File: config.mk
export PLATFORM = sky130hd
export DESIGN_NAME = cfg_top
export DESIGN_NICKNAME = d
export VERILOG_FILES = /design/src/logic/cfg_pkg.sv /design/src/logic/cfg_axil_regs.sv /design/src/logic/cfg_ctrl_fsm.sv /design/src/logic/cfg_bit_counter.sv /design/src/logic/cfg_serializer.sv /design/src/logic/config_node.sv /design/src/logic/cfg_top.sv
export SDC_FILE = /design/constraint.sdc
export NUM_CORES = 1
export LEC_CHECK = 0
export BUFFER_PORTS_ARGS = -buffer_cell sky130_fd_sc_hd__buf_2
export CORE_MARGIN = 3
export CORE_UTILIZATION = 54
export CTS_CLUSTER_SIZE = 12
export DETAILED_ROUTE_END_ITERATION = 10
export GPL_TIMING_DRIVEN = 0
export PLACE_DENSITY = 0.79
export SYNTH_ARGS = -nofsm -noshare
export SYNTH_HDL_FRONTEND = slang
export SYNTH_SLANG_ARGS = --single-unit
File: constraint.sdc
create_clock -name clk -period 2.9 [get_ports clk]
set_input_delay 0.145 -clock clk [delete_from_list [all_inputs] [get_ports clk]]
set_output_delay 0.145 -clock clk [all_outputs]
set_load 0.01 [all_outputs]
File: src/logic/cfg_pkg.sv
package cfg_pkg;

  localparam int packet_width    = 32;  // one packet is one axi word
  localparam int id_width        = 8;   // node id field
  localparam int cfg_data_width  = 24;  // config data field
  localparam int axil_addr_width = 8;   // small register window
  localparam int axil_data_width = 32;

  localparam logic [axil_addr_width-1:0] addr_packet = 8'h00;  // packet word, starts a send
  localparam logic [axil_addr_width-1:0] addr_status = 8'h04;  // bit 0 is busy

  localparam logic [1:0] resp_okay   = 2'b00;
  localparam logic [1:0] resp_slverr = 2'b10;

  typedef struct packed {
    logic [id_width-1:0]       id;    // upper bits, target node
    logic [cfg_data_width-1:0] data;  // lower bits, register value
  } cfg_packet_t;

  // register file works on raw, serializer on the fields
  typedef union packed {
    logic [packet_width-1:0] raw;
    cfg_packet_t             fields;
  } cfg_word_u;

  typedef struct packed {
    logic valid;     // a bit is on the link this cycle
    logic data_bit;  // serial bit, lsb of the packet first
    logic last;      // final bit of the frame
  } cfg_link_t;

  typedef struct packed {
    logic                       awvalid;
    logic [axil_addr_width-1:0] awaddr;
    logic                       wvalid;
    logic [axil_data_width-1:0] wdata;
    logic                       bready;
    logic                       arvalid;
    logic [axil_addr_width-1:0] araddr;
    logic                       rready;
  } axil_req_t;

  typedef struct packed {
    logic                       awready;
    logic                       wready;
    logic                       bvalid;
    logic [1:0]                 bresp;
    logic                       arready;
    logic                       rvalid;
    logic [axil_data_width-1:0] rdata;
    logic [1:0]                 rresp;
  } axil_rsp_t;

endpackage

File: src/logic/cfg_axil_regs.sv
module cfg_axil_regs import cfg_pkg::*; (
  input  logic      clk,
  input  logic      arst_n,
  input  axil_req_t axil_req,
  output axil_rsp_t axil_rsp,
  input  logic      busy,      // controller still sending
  output logic      send_req,  // one cycle pulse per packet write
  output cfg_word_u packet
);

  logic                       wr_accept;  // aw and w taken together
  logic                       rd_accept;
  logic                       wr_pend;    // write taken, response next cycle
  logic                       bvalid_q;
  logic [1:0]                 wr_resp;
  logic [1:0]                 wr_resp_q;  // stable until bready
  logic                       rvalid_q;
  logic [axil_data_width-1:0] rd_data;
  logic [1:0]                 rd_resp;
  logic [axil_data_width-1:0] rdata_q;
  logic [1:0]                 rresp_q;

  // both valids, controller idle and no response outstanding
  assign wr_accept = axil_req.awvalid & axil_req.wvalid & ~busy & ~wr_pend & ~bvalid_q;
  assign rd_accept = axil_req.arvalid & ~rvalid_q;  // reads ignore busy
  assign send_req  = wr_accept & (axil_req.awaddr == addr_packet);

  always_comb begin
    if ((axil_req.awaddr == addr_packet) || (axil_req.awaddr == addr_status)) begin
      wr_resp = resp_okay;  // status write is a no-op
    end else begin
      wr_resp = resp_slverr;
    end
  end

  always_comb begin
    rd_data = '0;  // zero data on bad address
    rd_resp = resp_okay;
    case (axil_req.araddr)
      addr_packet: rd_data = packet.raw;
      addr_status: rd_data = {{(axil_data_width-1){1'b0}}, busy};
      default:     rd_resp = resp_slverr;
    endcase
  end

  always_ff @(posedge clk) begin
    if (send_req) begin
      packet.raw <= axil_req.wdata;  // strobes ignored, full word
    end
    if (wr_accept) begin
      wr_resp_q <= wr_resp;
    end
    if (rd_accept) begin
      rdata_q <= rd_data;
      rresp_q <= rd_resp;
    end
  end

  always_ff @(posedge clk or negedge arst_n) begin
    if (!arst_n) begin
      wr_pend  <= 1'b0;
      bvalid_q <= 1'b0;
      rvalid_q <= 1'b0;
    end else begin
      wr_pend <= wr_accept;  // bvalid one edge after the handshake
      if (wr_pend) begin
        bvalid_q <= 1'b1;
      end else if (bvalid_q && axil_req.bready) begin
        bvalid_q <= 1'b0;
      end
      if (rd_accept) begin
        rvalid_q <= 1'b1;
      end else if (rvalid_q && axil_req.rready) begin
        rvalid_q <= 1'b0;  // held until rready
      end
    end
  end

  always_comb begin
    axil_rsp.awready = wr_accept;
    axil_rsp.wready  = wr_accept;
    axil_rsp.bvalid  = bvalid_q;
    axil_rsp.bresp   = wr_resp_q;
    axil_rsp.arready = rd_accept;
    axil_rsp.rvalid  = rvalid_q;
    axil_rsp.rdata   = rdata_q;
    axil_rsp.rresp   = rresp_q;
  end

endmodule

File: src/logic/cfg_ctrl_fsm.sv
module cfg_ctrl_fsm (
  input  logic clk,
  input  logic arst_n,
  input  logic send_req,
  input  logic last_bit,  // from bit counter
  output logic load,      // capture packet into serializer
  output logic shift,     // one link bit per cycle
  output logic run,       // keeps the bit counter going
  output logic busy
);

  localparam logic [1:0] st_idle  = 2'd0;
  localparam logic [1:0] st_load  = 2'd1;
  localparam logic [1:0] st_shift = 2'd2;

  logic [1:0] state;
  logic [1:0] state_nxt;

  always_comb begin
    state_nxt = state;
    case (state)
      st_idle:  if (send_req) state_nxt = st_load;
      st_load:  state_nxt = st_shift;  // single load cycle
      st_shift: if (last_bit) state_nxt = st_idle;
      default:  state_nxt = st_idle;
    endcase
  end

  always_ff @(posedge clk or negedge arst_n) begin
    if (!arst_n) begin
      state <= st_idle;
      busy  <= 1'b0;
    end else begin
      state <= state_nxt;
      // stays up one edge past shift so the node update lands first
      busy  <= (state_nxt != st_idle) | (state == st_shift);
    end
  end

  assign load  = (state == st_load);
  assign shift = (state == st_shift);
  assign run   = (state == st_shift);  // counts the same cycles as shift

endmodule

File: src/logic/cfg_bit_counter.sv
module cfg_bit_counter #(
  parameter int frame_bits = 32  // bits per serial frame
) (
  input  logic clk,
  input  logic arst_n,
  input  logic run,
  output logic last_bit
);

  localparam int cnt_width = $clog2(frame_bits);

  logic [cnt_width-1:0] cnt;  // position of the bit now going out

  always_ff @(posedge clk or negedge arst_n) begin
    if (!arst_n) begin
      cnt <= '0;
    end else if (!run || last_bit) begin
      cnt <= '0;  // ready for the next frame
    end else begin
      cnt <= cnt + 1'b1;
    end
  end

  assign last_bit = run & (cnt == cnt_width'(frame_bits - 1));

endmodule

File: src/logic/cfg_serializer.sv
module cfg_serializer import cfg_pkg::*; (
  input  logic      clk,
  input  logic      arst_n,
  input  logic      load,
  input  logic      shift,
  input  logic      last_bit,
  input  cfg_word_u packet,
  output cfg_link_t link
);

  logic [packet_width-1:0] sreg;  // bit 0 goes out next

  always_ff @(posedge clk) begin
    if (load) begin
      sreg <= {packet.fields.id, packet.fields.data};  // data lsb leads the frame
    end else if (shift) begin
      sreg <= {1'b0, sreg[packet_width-1:1]};
    end
  end

  always_ff @(posedge clk or negedge arst_n) begin
    if (!arst_n) begin
      link <= '0;
    end else begin
      link.valid    <= shift;
      link.data_bit <= shift & sreg[0];     // quiet line between frames
      link.last     <= shift & last_bit;  // tags the 32nd bit
    end
  end

endmodule

File: src/logic/config_node.sv
module config_node import cfg_pkg::*; #(
  parameter int                    node_id     = 0,
  parameter int                    data_width  = 8,   // at most cfg_data_width
  parameter logic [data_width-1:0] reset_value = '0
) (
  input  logic                  clk,
  input  logic                  arst_n,
  input  cfg_link_t             link,  // broadcast, every node sees every frame
  output logic [data_width-1:0] data
);

  logic [packet_width-1:0] shift_q;  // frame assembled so far, newest bit on top
  cfg_packet_t             rx_word;
  logic                    hit;

  // full frame including the bit on the link right now
  assign rx_word = {link.data_bit, shift_q[packet_width-1:1]};
  assign hit     = link.valid & link.last & (rx_word.id == id_width'(node_id));

  always_ff @(posedge clk) begin
    if (link.valid) begin
      shift_q <= rx_word;  // lsb first, so shift toward bit 0
    end
  end

  always_ff @(posedge clk or negedge arst_n) begin
    if (!arst_n) begin
      data <= reset_value;
    end else if (hit) begin
      data <= rx_word.data[data_width-1:0];  // narrow nodes keep the low bits
    end
  end

endmodule

File: src/logic/cfg_top.sv
module cfg_top import cfg_pkg::*; (
  input  logic        clk,
  input  logic        arst_n,
  input  axil_req_t   axil_req,
  output axil_rsp_t   axil_rsp,
  output logic [7:0]  node_a_data,
  output logic [15:0] node_b_data,
  output logic [23:0] node_c_data
);

  logic      send_req;
  logic      busy;
  logic      load;
  logic      shift;
  logic      run;
  logic      last_bit;
  cfg_word_u packet;  // held word from the register file
  cfg_link_t link;    // serial broadcast

  cfg_axil_regs u_regs (
    .clk      (clk),
    .arst_n   (arst_n),
    .axil_req (axil_req),
    .axil_rsp (axil_rsp),
    .busy     (busy),
    .send_req (send_req),
    .packet   (packet)
  );

  cfg_ctrl_fsm u_fsm (
    .clk      (clk),
    .arst_n   (arst_n),
    .send_req (send_req),
    .last_bit (last_bit),
    .load     (load),
    .shift    (shift),
    .run      (run),
    .busy     (busy)
  );

  cfg_bit_counter #(.frame_bits(packet_width)) u_cnt (
    .clk      (clk),
    .arst_n   (arst_n),
    .run      (run),
    .last_bit (last_bit)
  );

  cfg_serializer u_ser (
    .clk      (clk),
    .arst_n   (arst_n),
    .load     (load),
    .shift    (shift),
    .last_bit (last_bit),
    .packet   (packet),
    .link     (link)
  );

  config_node #(.node_id(1), .data_width(8), .reset_value(8'h5A)) node_a (
    .clk    (clk),
    .arst_n (arst_n),
    .link   (link),
    .data   (node_a_data)
  );

  config_node #(.node_id(2), .data_width(16), .reset_value(16'h1234)) node_b (
    .clk    (clk),
    .arst_n (arst_n),
    .link   (link),
    .data   (node_b_data)
  );

  config_node #(.node_id(3), .data_width(24), .reset_value(24'h0)) node_c (
    .clk    (clk),
    .arst_n (arst_n),
    .link   (link),
    .data   (node_c_data)
  );

endmodule

==> summary.md, run 1 <==
| Metric | Value |
|---|---|
| Crit path launch type | `flip-flop` |
| Final setup margin | `354 ps` |
| DR vias/cell | `5.12` |
| Post-route minimum period | `2550 ps` |
| Outcome | `completed` |
| Avg Cell Area, Syn | `19.0 sq um` |
| CP Capture Type | `flip-flop` |
| Crit Path Max Fanout | `32` |
| Fin crit share | `0.878` |
| Top cells by count, synth | `129 x edfxtp_1, 68 x mux2_2, 53 x dfrtp_1` |
| Clock transition at the registers of the reported paths | `70 ps` |
| DIE AREA | `0.0145 sq mm` |
| TritonCTS Buffers | `17` |
| Main area contributors after synthesis | `edfxtp_1 55%, dfrtp_1 19%, mux2_2 11%` |
| Post-Place Setup Slack | `295 ps` |
| Ys flop type | `edfxtp_1` |
| CP arrival | `2860 ps` |
| Iteration-0 DRC Markers | `200` |
| EDFF count, synth | `129` |
| Fin. max-slew vios | `0` |
| Endpoints failing hold | `0` |
| Via Count | `3,863` |
| Yosys warnings | `0` |
| Cell accounting for the most synthesized area | `edfxtp_1` |
| Total congestion overflow | `0` |
| Final net count | `631` |
| Finished Core Util | `0.706` |
| Pre-antenna DRT Iters | `4` |
| Io pins | `144` |
| Static leakage | `3.90 nW` |
| Placed insts | `687` |
| Crit-path cells | `and4bb_2 > nand4b_4 > buf_6 > mux2_4` |
| Top-area cell type share of the netlist area | `0.547` |
| Overall power | `0.00555 W` |
| CTS tree | `yes` |
| Drt drc | `0` |
| Post-route ant nets | `0` |
| Global Route Usage Sum | `0.198` |
| Post-CTS Resized | `0` |
| # clock sinks | `191` |
| Cell area after synthesis | `0.00708 sq mm` |
| DPL Wire Length | `8460 um` |
| Antenna violations before repair | `0` |
| Skew final | `8.40 ps` |
| Gp weighted congestion | `0.729` |
| Async S/R FF share, synth | `0.325` |
| H-tree levels | `4` |
| Maximum number of pins on one net before global-route repair | `63` |
| CTS root buf | `clkbuf_16` |
| Seq/Total Area, Yosys | `0.768` |
| Synth unique cells | `37` |
| Core area | `0.0127 sq mm` |
| Hold Crit Class | `in2reg` |
| Final cell count without fillers | `755` |
| Vias in the first global route | `4,042` |
| Worst path slowest cell | `dfrtp_1` |
| Die W | `121 um` |
| Total Wirelength | `13,500 um` |
| Most numerous cell in the Yosys netlist | `edfxtp_1` |
| Area Growth Syn to Fin | `26.9%` |
| Clk Latency, worst-skew pair | `430 ps` |
| Row count | `41` |
| Max clock buf depth | `2` |
| CP peak stage delay | `1190 ps` |
| Initial core utilization | `0.557` |
| Rel. slew slack | `0.149` |
| DR WL/cell | `17.8 um` |
| Pwr dens | `618 mW/mm^2` |
| VDD IR-drop max | `0.411 mV` |
| Kind of critical path | `reg2reg` |
| WP data required | `3210 ps` |
| ANT cells | `0` |
| Final Hold Slack | `90.5 ps` |
| RSZ-0062 raised after global routing | `false` |
| Fraction of layout cells with a size suffix above 1 | `0.475` |
| Setup bufs post-CTS | `0` |
| Syn Inst Count | `372` |
| Number of synthesized register bits | `191` |
| Fillcell total | `816` |
| Max Cap Violations | `0` |
| Max Clk Rate | `393 MHz` |
| Die Span Y | `121 um` |
| Wire length of the first global-routing pass | `21,700 um` |
| Count of final setup violators | `0` |
| Reg2reg setup slack | `350 ps` |
| IO Port Bufs | `141` |
| Worst slew pin tran | `1280 ps` |
-- sequential cells by signal (all words and copies together) (netlist names), 3 cells and up --
signal          flops
u_ser.sreg         32
node_a.data         8
node_c.data        24
u_regs.packet      32
u_regs.rdata_q     32
u_cnt.cnt           5
node_b.data        16
node_b.shift_q     30
u_ser.link          3
-- metal layers --
metal	track usage	vias up	share of wire
li1	-	1769	-
met1	0.265	1924	0.42
met2	0.316	149	0.50
met3	0.0561	21	0.065
met4	0.0722	0	0.017
met5	0	-	0
-- path summary, 6_finish.rpt --
check	from	to	depth (start not counted)
min in group asynchronous	arst_n	node_c.data[5]	2
setup / recovery	u_ser.link[2]	node_b.data[14]	4
hold reg to reg	node_b.shift_q[27]	node_b.shift_q[26]	0
max in group asynchronous	arst_n	u_ser.link[0]	2
hold / removal	axil_req[44]	u_regs.wr_resp_q[1]	3
setup reg to reg	u_ser.link[2]	node_b.data[14]	4
-- cell families after synthesis --
logic type      synth area share
compound gates           0.00618
buf+inv                   0.0175
flops                      0.768
xor+xnor                 0.00247
simple gates              0.0627
fa+ha+maj                 0.0106
other cells             0.000530
mux                        0.132
-- cells in the final DEF, fill, tap and decap left out, drive strengths merged, types with 2 or more instances in the layout --
cell / n
conb: 2
nand2: 3
nor2: 7
and2: 36
ha: 6
nor2b: 3
nor4: 3
nand3: 2
dfstp: 9
clkbuf: 21
clkinv: 5
clkinvlp: 2
dlygate4sd3: 36
inv: 10
nand4b: 2
buf: 155
edfxtp: 129
dfrtp: 53
a21oi: 3
mux2: 79
nor3: 3
-- final cells by class --
type,instances,area (sq um),share of cell area
Tap cell,172,215,0.0239
Timing Repair Buffer,178,1100,0.122
Inverter,3,11.3,0.00125
Sequential cell,191,5440,0.605
Clock inverter,15,150,0.0167
Clock buffer,17,425,0.0473
Multi-Input combinational cell,162,1540,0.171
Buffer,17,113,0.0125
-- power breakdown --
group | internal (W) | switching (W)
combinational | 0.000133 | 0.000127
clock | 0.00121 | 0.00105
sequential | 0.00299 | 0.0000377
-- through the flow --
step / area [sq um] / TNS, ps
2_1_floorplan: 7090 / 0
3_3_place_gp: 8010 / -17250
5_1_grt: 8990 / 0
6_report: 8990 / 0
4_1_cts: 8970 / 0
3_5_place_dp: 8050 / 0
-- repair_timing --
item | 4_1_cts | 5_1_grt
endpoints found under the hold margin | 34 | 53
hold buffers | 35 | 1
endpoints found under the setup margin | 0 | 0
-- worst max-delay path, delay by kind of cell, from the launching register on --
kind / cells / cell delay (ps)
flops: 1 / 1190
simple gates: 2 / 690
mux: 1 / 310
buf+inv: 1 / 230
No activity file was read; power rests on OpenSTA's default activity.
==> run 2: changes to the inputs <==
Settings changed: CORE_UTILIZATION 54 to 57, PLACE_DENSITY 0.79 to 0.8, SYNTH_HIERARCHICAL set to 1.
==> run 2 against run 1 <==
Effect of this change:
- area after synthesis up 35%
- via count up 23%
- critical endpoint is now axil_rsp[40]
- final area up 32%
- largest power group unchanged
- largest cell class unchanged
==> summary.md, run 2 <==
| Metric | Value |
|---|---|
| Iteration-0 DRC Markers | `306 (was 200)` |
| Row count | `46 (was 41)` |
| Yosys warnings | `6 (was 0)` |
| Global Route Usage Sum | `0.191 (was 0.198)` |
| Post-Place Setup Slack | `632 ps (was 295 ps)` |
| CP Capture Type | `primary output (was flip-flop)` |
| Maximum number of pins on one net before global-route repair | `72 (was 63)` |
| Syn Inst Count | `474 (was 372)` |
| Skew final | `7.78 ps (was 8.40 ps)` |
| Clock transition at the registers of the reported paths | `60 ps (was 70 ps)` |
| Share of total power in combinational logic | `0.036 (was 0.047)` |
| Initial core utilization | `0.591 (was 0.557)` |
| Post-route ant nets | `0 (unchanged)` |
| Gp weighted congestion | `0.769 (was 0.729)` |
| Reg2reg setup slack | `600 ps (was 350 ps)` |
| Antenna violations before repair | `0 (unchanged)` |
| Fillcell total | `949 (was 816)` |
| Core area | `0.0162 sq mm (was 0.0127 sq mm)` |
| Main area contributors after synthesis | `edfxtp_1 60%, dfrtp_1 14%, mux2_4 10% (was edfxtp_1 55%, dfrtp_1 19%, mux2_2 11%)` |
| TritonCTS Buffers | `26 (was 17)` |
| Fraction of layout cells with a size suffix above 1 | `0.464 (was 0.475)` |
| Post-route minimum period | `2500 ps (was 2550 ps)` |
| DIE AREA | `0.0184 sq mm (was 0.0145 sq mm)` |
| Area Growth Syn to Fin | `23.7% (was 26.9%)` |
| Number of synthesized register bits | `253 (was 191)` |
| Crit Path Max Fanout | `4 (was 32)` |
| Setup bufs post-CTS | `0 (unchanged)` |
| IO Port Bufs | `141 (unchanged)` |
| Wire length of the first global-routing pass | `27,600 um (was 21,700 um)` |
| DR WL/cell | `18.7 um (was 17.8 um)` |
| Final setup margin | `399 ps (was 354 ps)` |
| RSZ-0062 raised after global routing | `false (unchanged)` |
| Cell accounting for the most synthesized area | `edfxtp_1 (unchanged)` |
| Placed insts | `834 (was 687)` |
| H-tree levels | `1 (was 4)` |
| Cell area after synthesis | `0.00956 sq mm (was 0.00708 sq mm)` |
| DPL Wire Length | `10,000 um (was 8460 um)` |
| CTS Hold Bufs | `41 (was 35)` |
| Die Span Y | `135 um (was 121 um)` |
| Io pins | `144 (unchanged)` |
| Kind of critical path | `reg2out (was reg2reg)` |
| Total Wirelength | `17,200 um (was 13,500 um)` |
| Avg Cell Area, Syn | `20.2 sq um (was 19.0 sq um)` |
| Fin. max-slew vios | `0 (unchanged)` |
| CP arrival | `2360 ps (was 2860 ps)` |
| Vias in the first global route | `5,076 (was 4,042)` |
| Async S/R FF share, synth | `0.245 (was 0.325)` |
| Net Sw Frac | `0.199 (was 0.219)` |
| Clk Latency, worst-skew pair | `510 ps (was 430 ps)` |
| ANT cells | `0 (unchanged)` |
| Max Cap Violations | `0 (unchanged)` |
| Total congestion overflow | `0 (unchanged)` |
| Synth unique cells | `42 (was 37)` |
| VDD IR-drop max | `0.489 mV (was 0.411 mV)` |
| DR vias/cell | `5.15 (was 5.12)` |
| Final cell count without fillers | `923 (was 755)` |
| Max clock buf depth | `3 (was 2)` |
| Max Clk Rate | `400 MHz (was 393 MHz)` |
| Seq/Total Area, Yosys | `0.764 (was 0.768)` |
| Most frequent cells in the layout | `191 x edfxtp_1, 140 x buf_2, 66 x mux2_4, 52 x dfrtp_1, 41 x dlygate4sd3_1 (was 140 x buf_2, 129 x edfxtp_1, 68 x mux2_2, 53 x dfrtp_1)` |
| Most numerous cell in the Yosys netlist | `edfxtp_1 (unchanged)` |
| CTS root buf | `clkbuf_16 (unchanged)` |
| Static leakage | `4.96 nW (was 3.90 nW)` |
| Drt drc | `0 (unchanged)` |
| Top cells by count, synth | `191 x edfxtp_1, 66 x mux2_4, 53 x dfrtp_1 (was 129 x edfxtp_1, 68 x mux2_2, 53 x dfrtp_1)` |
| Final setup TNS | `0 ps (unchanged)` |
| Final net count | `744 (was 631)` |
| Fin crit share | `0.862 (was 0.878)` |
| Hold Crit Class | `in2reg (unchanged)` |
| Clock power frac | `0.422 (was 0.408)` |
| Sequential Power Share | `0.542 (was 0.545)` |
| Rel. slew slack | `0.418 (was 0.149)` |
| Sw Pwr | `0.00147 W (was 0.00122 W)` |
| Worst slew pin tran | `873 ps (was 1280 ps)` |
| EDFF count, synth | `191 (was 129)` |
| Internal power | `0.00592 W (was 0.00433 W)` |
| Top-area cell type share of the netlist area | `0.600 (was 0.547)` |
| Endpoints failing hold | `0 (unchanged)` |
| Top flop regs | `u_regs/packet (32), u_regs/rdata_q (32), u_ser/sreg (32) (was u_regs.packet (32), u_regs.rdata_q (32), u_ser.sreg (32))` |
| Via Count | `4,755 (was 3,863)` |
| WP data required | `2760 ps (was 3210 ps)` |
| # clock sinks | `253 (was 191)` |
| Pwr dens | `625 mW/mm^2 (was 618 mW/mm^2)` |
| Pre-antenna DRT Iters | `4 (unchanged)` |
| CTS tree | `yes (unchanged)` |
| Outcome | `completed (unchanged)` |
| Ys flop type | `edfxtp_1 (unchanged)` |
| Crit path launch type | `flip-flop (unchanged)` |
| Leading cell type in the layout, fill and taps excluded | `edfxtp_1 (was buf_2)` |
| Post-CTS Resized | `0 (unchanged)` |
| Count of final setup violators | `0 (unchanged)` |
| Die W | `135 um (was 121 um)` |
-- run 2: cell count changes after synthesis, moves of 4 or more --
| cell | change |
|---|---|
| and2_1 | -33 |
| or4_1 | +5 |
| mux2_4 | +56 |
| buf_12 | +8 |
| ha_1 | -4 |
| mux2_2 | -55 |
| inv_1 | +32 |
| nor3_2 | +30 |
| buf_4 | +4 |
| edfxtp_1 | +62 |
-- run 2: cell families (layout without fill, tap and decap cells) --
kind of cell | after synthesis | after routing | synth area share
multiplexers | 81 | 81 | 0.121
other | 1 | 2 | 0.000392
flip-flops | 253 | 253 | 0.764
AND/OR/NAND/NOR | 72 | 72 | 0.0634
buffers and inverters | 60 | 292 | 0.0454
XOR/XNOR | 1 | 1 | 0.000917
AO/OA/AOI/OAI | 4 | 4 | 0.00262
adder cells (fa/ha/maj) | 2 | 2 | 0.00262
-- run 2: cell type report --
type | count | area [sq um] | share of cell area
Tap cell | 216 | 270 | 0.0229
Multi-Input combinational cell | 162 | 1840 | 0.155
Clock inverter | 3 | 18.8 | 0.00159
Inverter | 35 | 131 | 0.0111
Timing Repair Buffer | 184 | 1170 | 0.0993
Buffer | 25 | 303 | 0.0256
Sequential cell | 253 | 7300 | 0.618
Clock buffer | 45 | 783 | 0.0663
-- run 2: critical path, cell delays in order, from the launching register on --
cell	delay, ps
dfrtp_1	410
nand3b_1	180
dlygate4sd3_1	560
nor3_1	380
buf_4	190
buf_2	120
-- run 2: through the flow --
step / power [W] / utilization / cell area [sq um] / hold slack [ps]
floorplan: 0.00417 / - / 9560 / -151
global placement: 0.00428 / 0.652 / 10500 / 320
detailed placement: 0.00430 / 0.656 / 10600 / 323
CTS: 0.00746 / 0.731 / 11800 / 50.4
global route: 0.00764 / 0.731 / 11800 / 79.3
finish: 0.00739 / 0.731 / 11800 / 94.9
-- run 2: power by group through the flow --
| stage | Combinational [W] | Clock (W) | Sequential, W |
|---|---|---|---|
| 2_1_floorplan | 0.0000760 | 0 | 0.00409 |
| 3_3_place_gp | 0.000189 | 0 | 0.00409 |
| 3_5_place_dp | 0.000221 | 0 | 0.00408 |
| 4_1_cts | 0.000264 | 0.00319 | 0.00401 |
| 5_1_grt | 0.000291 | 0.00333 | 0.00401 |
| 6_report | 0.000266 | 0.00312 | 0.00401 |
-- run 2: routing by layer --
metal | routed length, um | global-route usage | vias up
met5 | 0 | 0 | -
met4 | 434 | 0.0526 | 0
met3 | 987 | 0.0390 | 38
met2 | 8580 | 0.320 | 154
met1 | 7230 | 0.257 | 2395
li1 | - | - | 2168
-- run 2: final timing paths --
check	startpoint	endpoint	cells after the start
setup / recovery	u_fsm/busy	axil_rsp[40]	5
hold / removal	axil_req[4]	u_regs/rresp_q[1]	3
setup reg to reg	u_ser/link[2]	node_a/data[2]	5
hold reg to reg	node_a/shift_q[13]	node_a/shift_q[12]	0
max in group asynchronous	arst_n	u_ser/link[2]	2
min in group asynchronous	arst_n	node_c/data[8]	2
==> run 3: changes to the inputs <==
Settings changed: CORE_UTILIZATION 57 to 40, PLACE_DENSITY 0.8 to 0.59.
==> run 3 against run 2 <==
Effect of this change:
- total power fell by 1.6%
- final cell count up 11%
- via count did not move
- clock power down 4%
- critical endpoint unchanged
- non-clock buffer count increased by 2
- highest routed layer unchanged
- fmax shrank 1.8%
- count of clock-buffer cells in the layout decreased by 9
- setup slack worse by 47 ps
- critical path depth unchanged
- wire length shrank 1.5%
- clock skew fell by 1.7 ps
==> summary.md, run 3 (synthesis gave the netlist of run 2 again) <==
| Metric | Value |
|---|---|
| Outcome | `completed (unchanged)` |
| Skew final | `6.08 ps (was 7.78 ps)` |
| Finished Core Util | `0.517 (was 0.731)` |
| Clk Latency, worst-skew pair | `510 ps (about the same)` |
| Io pins | `144 (unchanged)` |
| Worst slew pin tran | `921 ps (was 873 ps)` |
| Die Span Y | `161 um (was 135 um)` |
| Max Clk Rate | `392 MHz (was 400 MHz)` |
| Met2 WL | `7990 um (was 8580 um)` |
| CP arrival | `2400 ps (was 2360 ps)` |
| Die W | `161 um (was 135 um)` |
| Most frequent cells in the layout | `191 x edfxtp_1, 140 x buf_2, 66 x mux2_4, 52 x dfrtp_1, 43 x dlygate4sd3_1 (was 191 x edfxtp_1, 140 x buf_2, 66 x mux2_4, 52 x dfrtp_1, 41 x dlygate4sd3_1)` |
| Post-route minimum period | `2550 ps (was 2500 ps)` |
| Iteration-0 DRC Markers | `251 (was 306)` |
| CTS tree | `yes (unchanged)` |
| Max clock buf depth | `3 (unchanged)` |
| TritonCTS Buffers | `27 (was 26)` |
| Vias in the first global route | `5,158 (was 5,076)` |
| Total Wirelength | `17,000 um (was 17,200 um)` |
| Core area | `0.0231 sq mm (was 0.0162 sq mm)` |
| RSZ-0062 raised after global routing | `false (unchanged)` |
| H-tree levels | `1 (unchanged)` |
| Row count | `55 (was 46)` |
| Total congestion overflow | `0 (unchanged)` |
| Leading cell type in the layout, fill and taps excluded | `edfxtp_1 (unchanged)` |
| Routed wl met3 | `1100 um (was 987 um)` |
| IO Port Bufs | `141 (unchanged)` |
| Via Count | `4,755 (unchanged)` |
| Area Growth Syn to Fin | `24.8% (was 23.7%)` |
| Static leakage | `4.96 nW (about the same)` |
| Post-CTS Resized | `0 (unchanged)` |
| WP data required | `2760 ps (about the same)` |
| DR WL/cell | `16.6 um (was 18.7 um)` |
| Endpoints failing hold | `0 (unchanged)` |
| Fin. max-slew vios | `0 (unchanged)` |
| Fin crit share | `0.879 (was 0.862)` |
| Max layer used | `met4 (unchanged)` |
| CTS root buf | `clkbuf_16 (unchanged)` |
| Top flop regs | `u_regs/packet (32), u_regs/rdata_q (32), u_ser/sreg (32) (unchanged)` |
| Gp weighted congestion | `0.754 (was 0.769)` |
| Met1 WL | `7550 um (was 7230 um)` |
| Antenna violations before repair | `0 (unchanged)` |
| Hold Crit Class | `in2reg (unchanged)` |
| Final setup TNS | `0 ps (unchanged)` |
| Overall power | `0.00728 W (was 0.00739 W)` |
| Drt drc | `0 (unchanged)` |
| Max Cap Violations | `0 (unchanged)` |
| DPL Wire Length | `10,500 um (was 10,000 um)` |
| VDD IR-drop max | `0.371 mV (was 0.489 mV)` |
| Kind of critical path | `reg2out (unchanged)` |
| Count of final setup violators | `0 (unchanged)` |
| Crit Path Max Fanout | `4 (unchanged)` |
| Fillcell total | `1,839 (was 949)` |
| Maximum number of pins on one net before global-route repair | `65 (was 72)` |
| Clock transition at the registers of the reported paths | `60 ps (about the same)` |
| Initial core utilization | `0.415 (was 0.591)` |
| DR vias/cell | `4.65 (was 5.15)` |
| Post-route ant nets | `0 (unchanged)` |
| Pwr dens | `610 mW/mm^2 (was 625 mW/mm^2)` |
| DIE AREA | `0.0258 sq mm (was 0.0184 sq mm)` |
| Crit path launch type | `flip-flop (unchanged)` |
| Wire length of the first global-routing pass | `27,700 um (was 27,600 um)` |
| Setup bufs post-CTS | `0 (unchanged)` |
| Fraction of layout cells with a size suffix above 1 | `0.464 (about the same)` |
| Global Route Usage Sum | `0.131 (was 0.191)` |
| ANT cells | `0 (unchanged)` |
| Final net count | `747 (was 744)` |
| Rel. slew slack | `0.386 (was 0.418)` |
| # clock sinks | `253 (unchanged)` |
| Pre-antenna DRT Iters | `4 (unchanged)` |
| CP Capture Type | `primary output (unchanged)` |
==> run 3: changes by cell type in the layout (fill, tap and decap cells not counted), sizes merged <==
cell / delta
clkinv: +10
clkbuf: -9
dlygate4sd3: +2
clkinvlp: -1
==> run 3: per-stage QoR <==
stage / hold WS, ps / std cells / setup WS, ps / cell area, sq um
floorplan: -151 / 475 / 173 / 9560
global placement: 319 / 929 / -566 / 10700
detailed placement: 301 / 931 / 552 / 10700
CTS: 8.52 / 1022 / 339 / 11900
global route: 24.9 / 1022 / 247 / 11900
finish: 34.0 / 1022 / 352 / 11900
==> run 3: final timing paths <==
| path | from | end | slack (ps) | cells after the start |
|---|---|---|---|---|
| setup reg to reg | u_ser/link[2] | node_a/data[0] | 580 | 5 |
| max in group asynchronous | arst_n | u_ser/link[2] | 2020 | 2 |
| hold reg to reg | node_a/shift_q[17] | node_a/shift_q[16] | 410 | 0 |
| hold / removal | axil_req[2] | u_regs/rdata_q[0] | 30 | 3 |
| min in group asynchronous | arst_n | node_c/data[8] | 280 | 2 |
| setup / recovery | u_fsm/busy | axil_rsp[40] | 350 | 5 |
==> run 3: layout make-up <==
type                    count  area (sq um)  share of cell area
inverters                  35           131              0.0110
repair buffers            186          1190               0.100
plain buffers              25           303              0.0254
well taps                 313           392              0.0328
flip-flops and latches    253          7300               0.612
clock inverters            12          58.8             0.00493
multi-input cells         162          1840               0.154
clock buffers              36           709              0.0595
==> run 3: metal layers <==
layer | track usage | vias to the layer above
met5 | 0 | -
met4 | 0.0363 | 0
met3 | 0.0338 | 32
met2 | 0.214 | 166
met1 | 0.174 | 2377
li1 | - | 2180
==> run 3: timing repair <==
item | in CTS | in global routing
endpoints found under the hold margin | 90 | 0
hold buffers | 43 | 0
setup endpoints to repair | 0 | 0
==> run 3: critical path, stage by stage, from the launching register on <==
cell and delay [ps]:
dfrtp_1 430, nand3b_1 200, dlygate4sd3_1 580, nor3_1 370, buf_4 190, buf_2 120
==> run 3: where the power goes <==
part / switching, W / total, W / leakage (nW) / internal, W
clock: 0.00130 / 0.00301 / 0.382 / 0.00171
sequential: 0.0000378 / 0.00401 / 2.57 / 0.00397
combinational: 0.000131 / 0.000263 / 2.01 / 0.000132
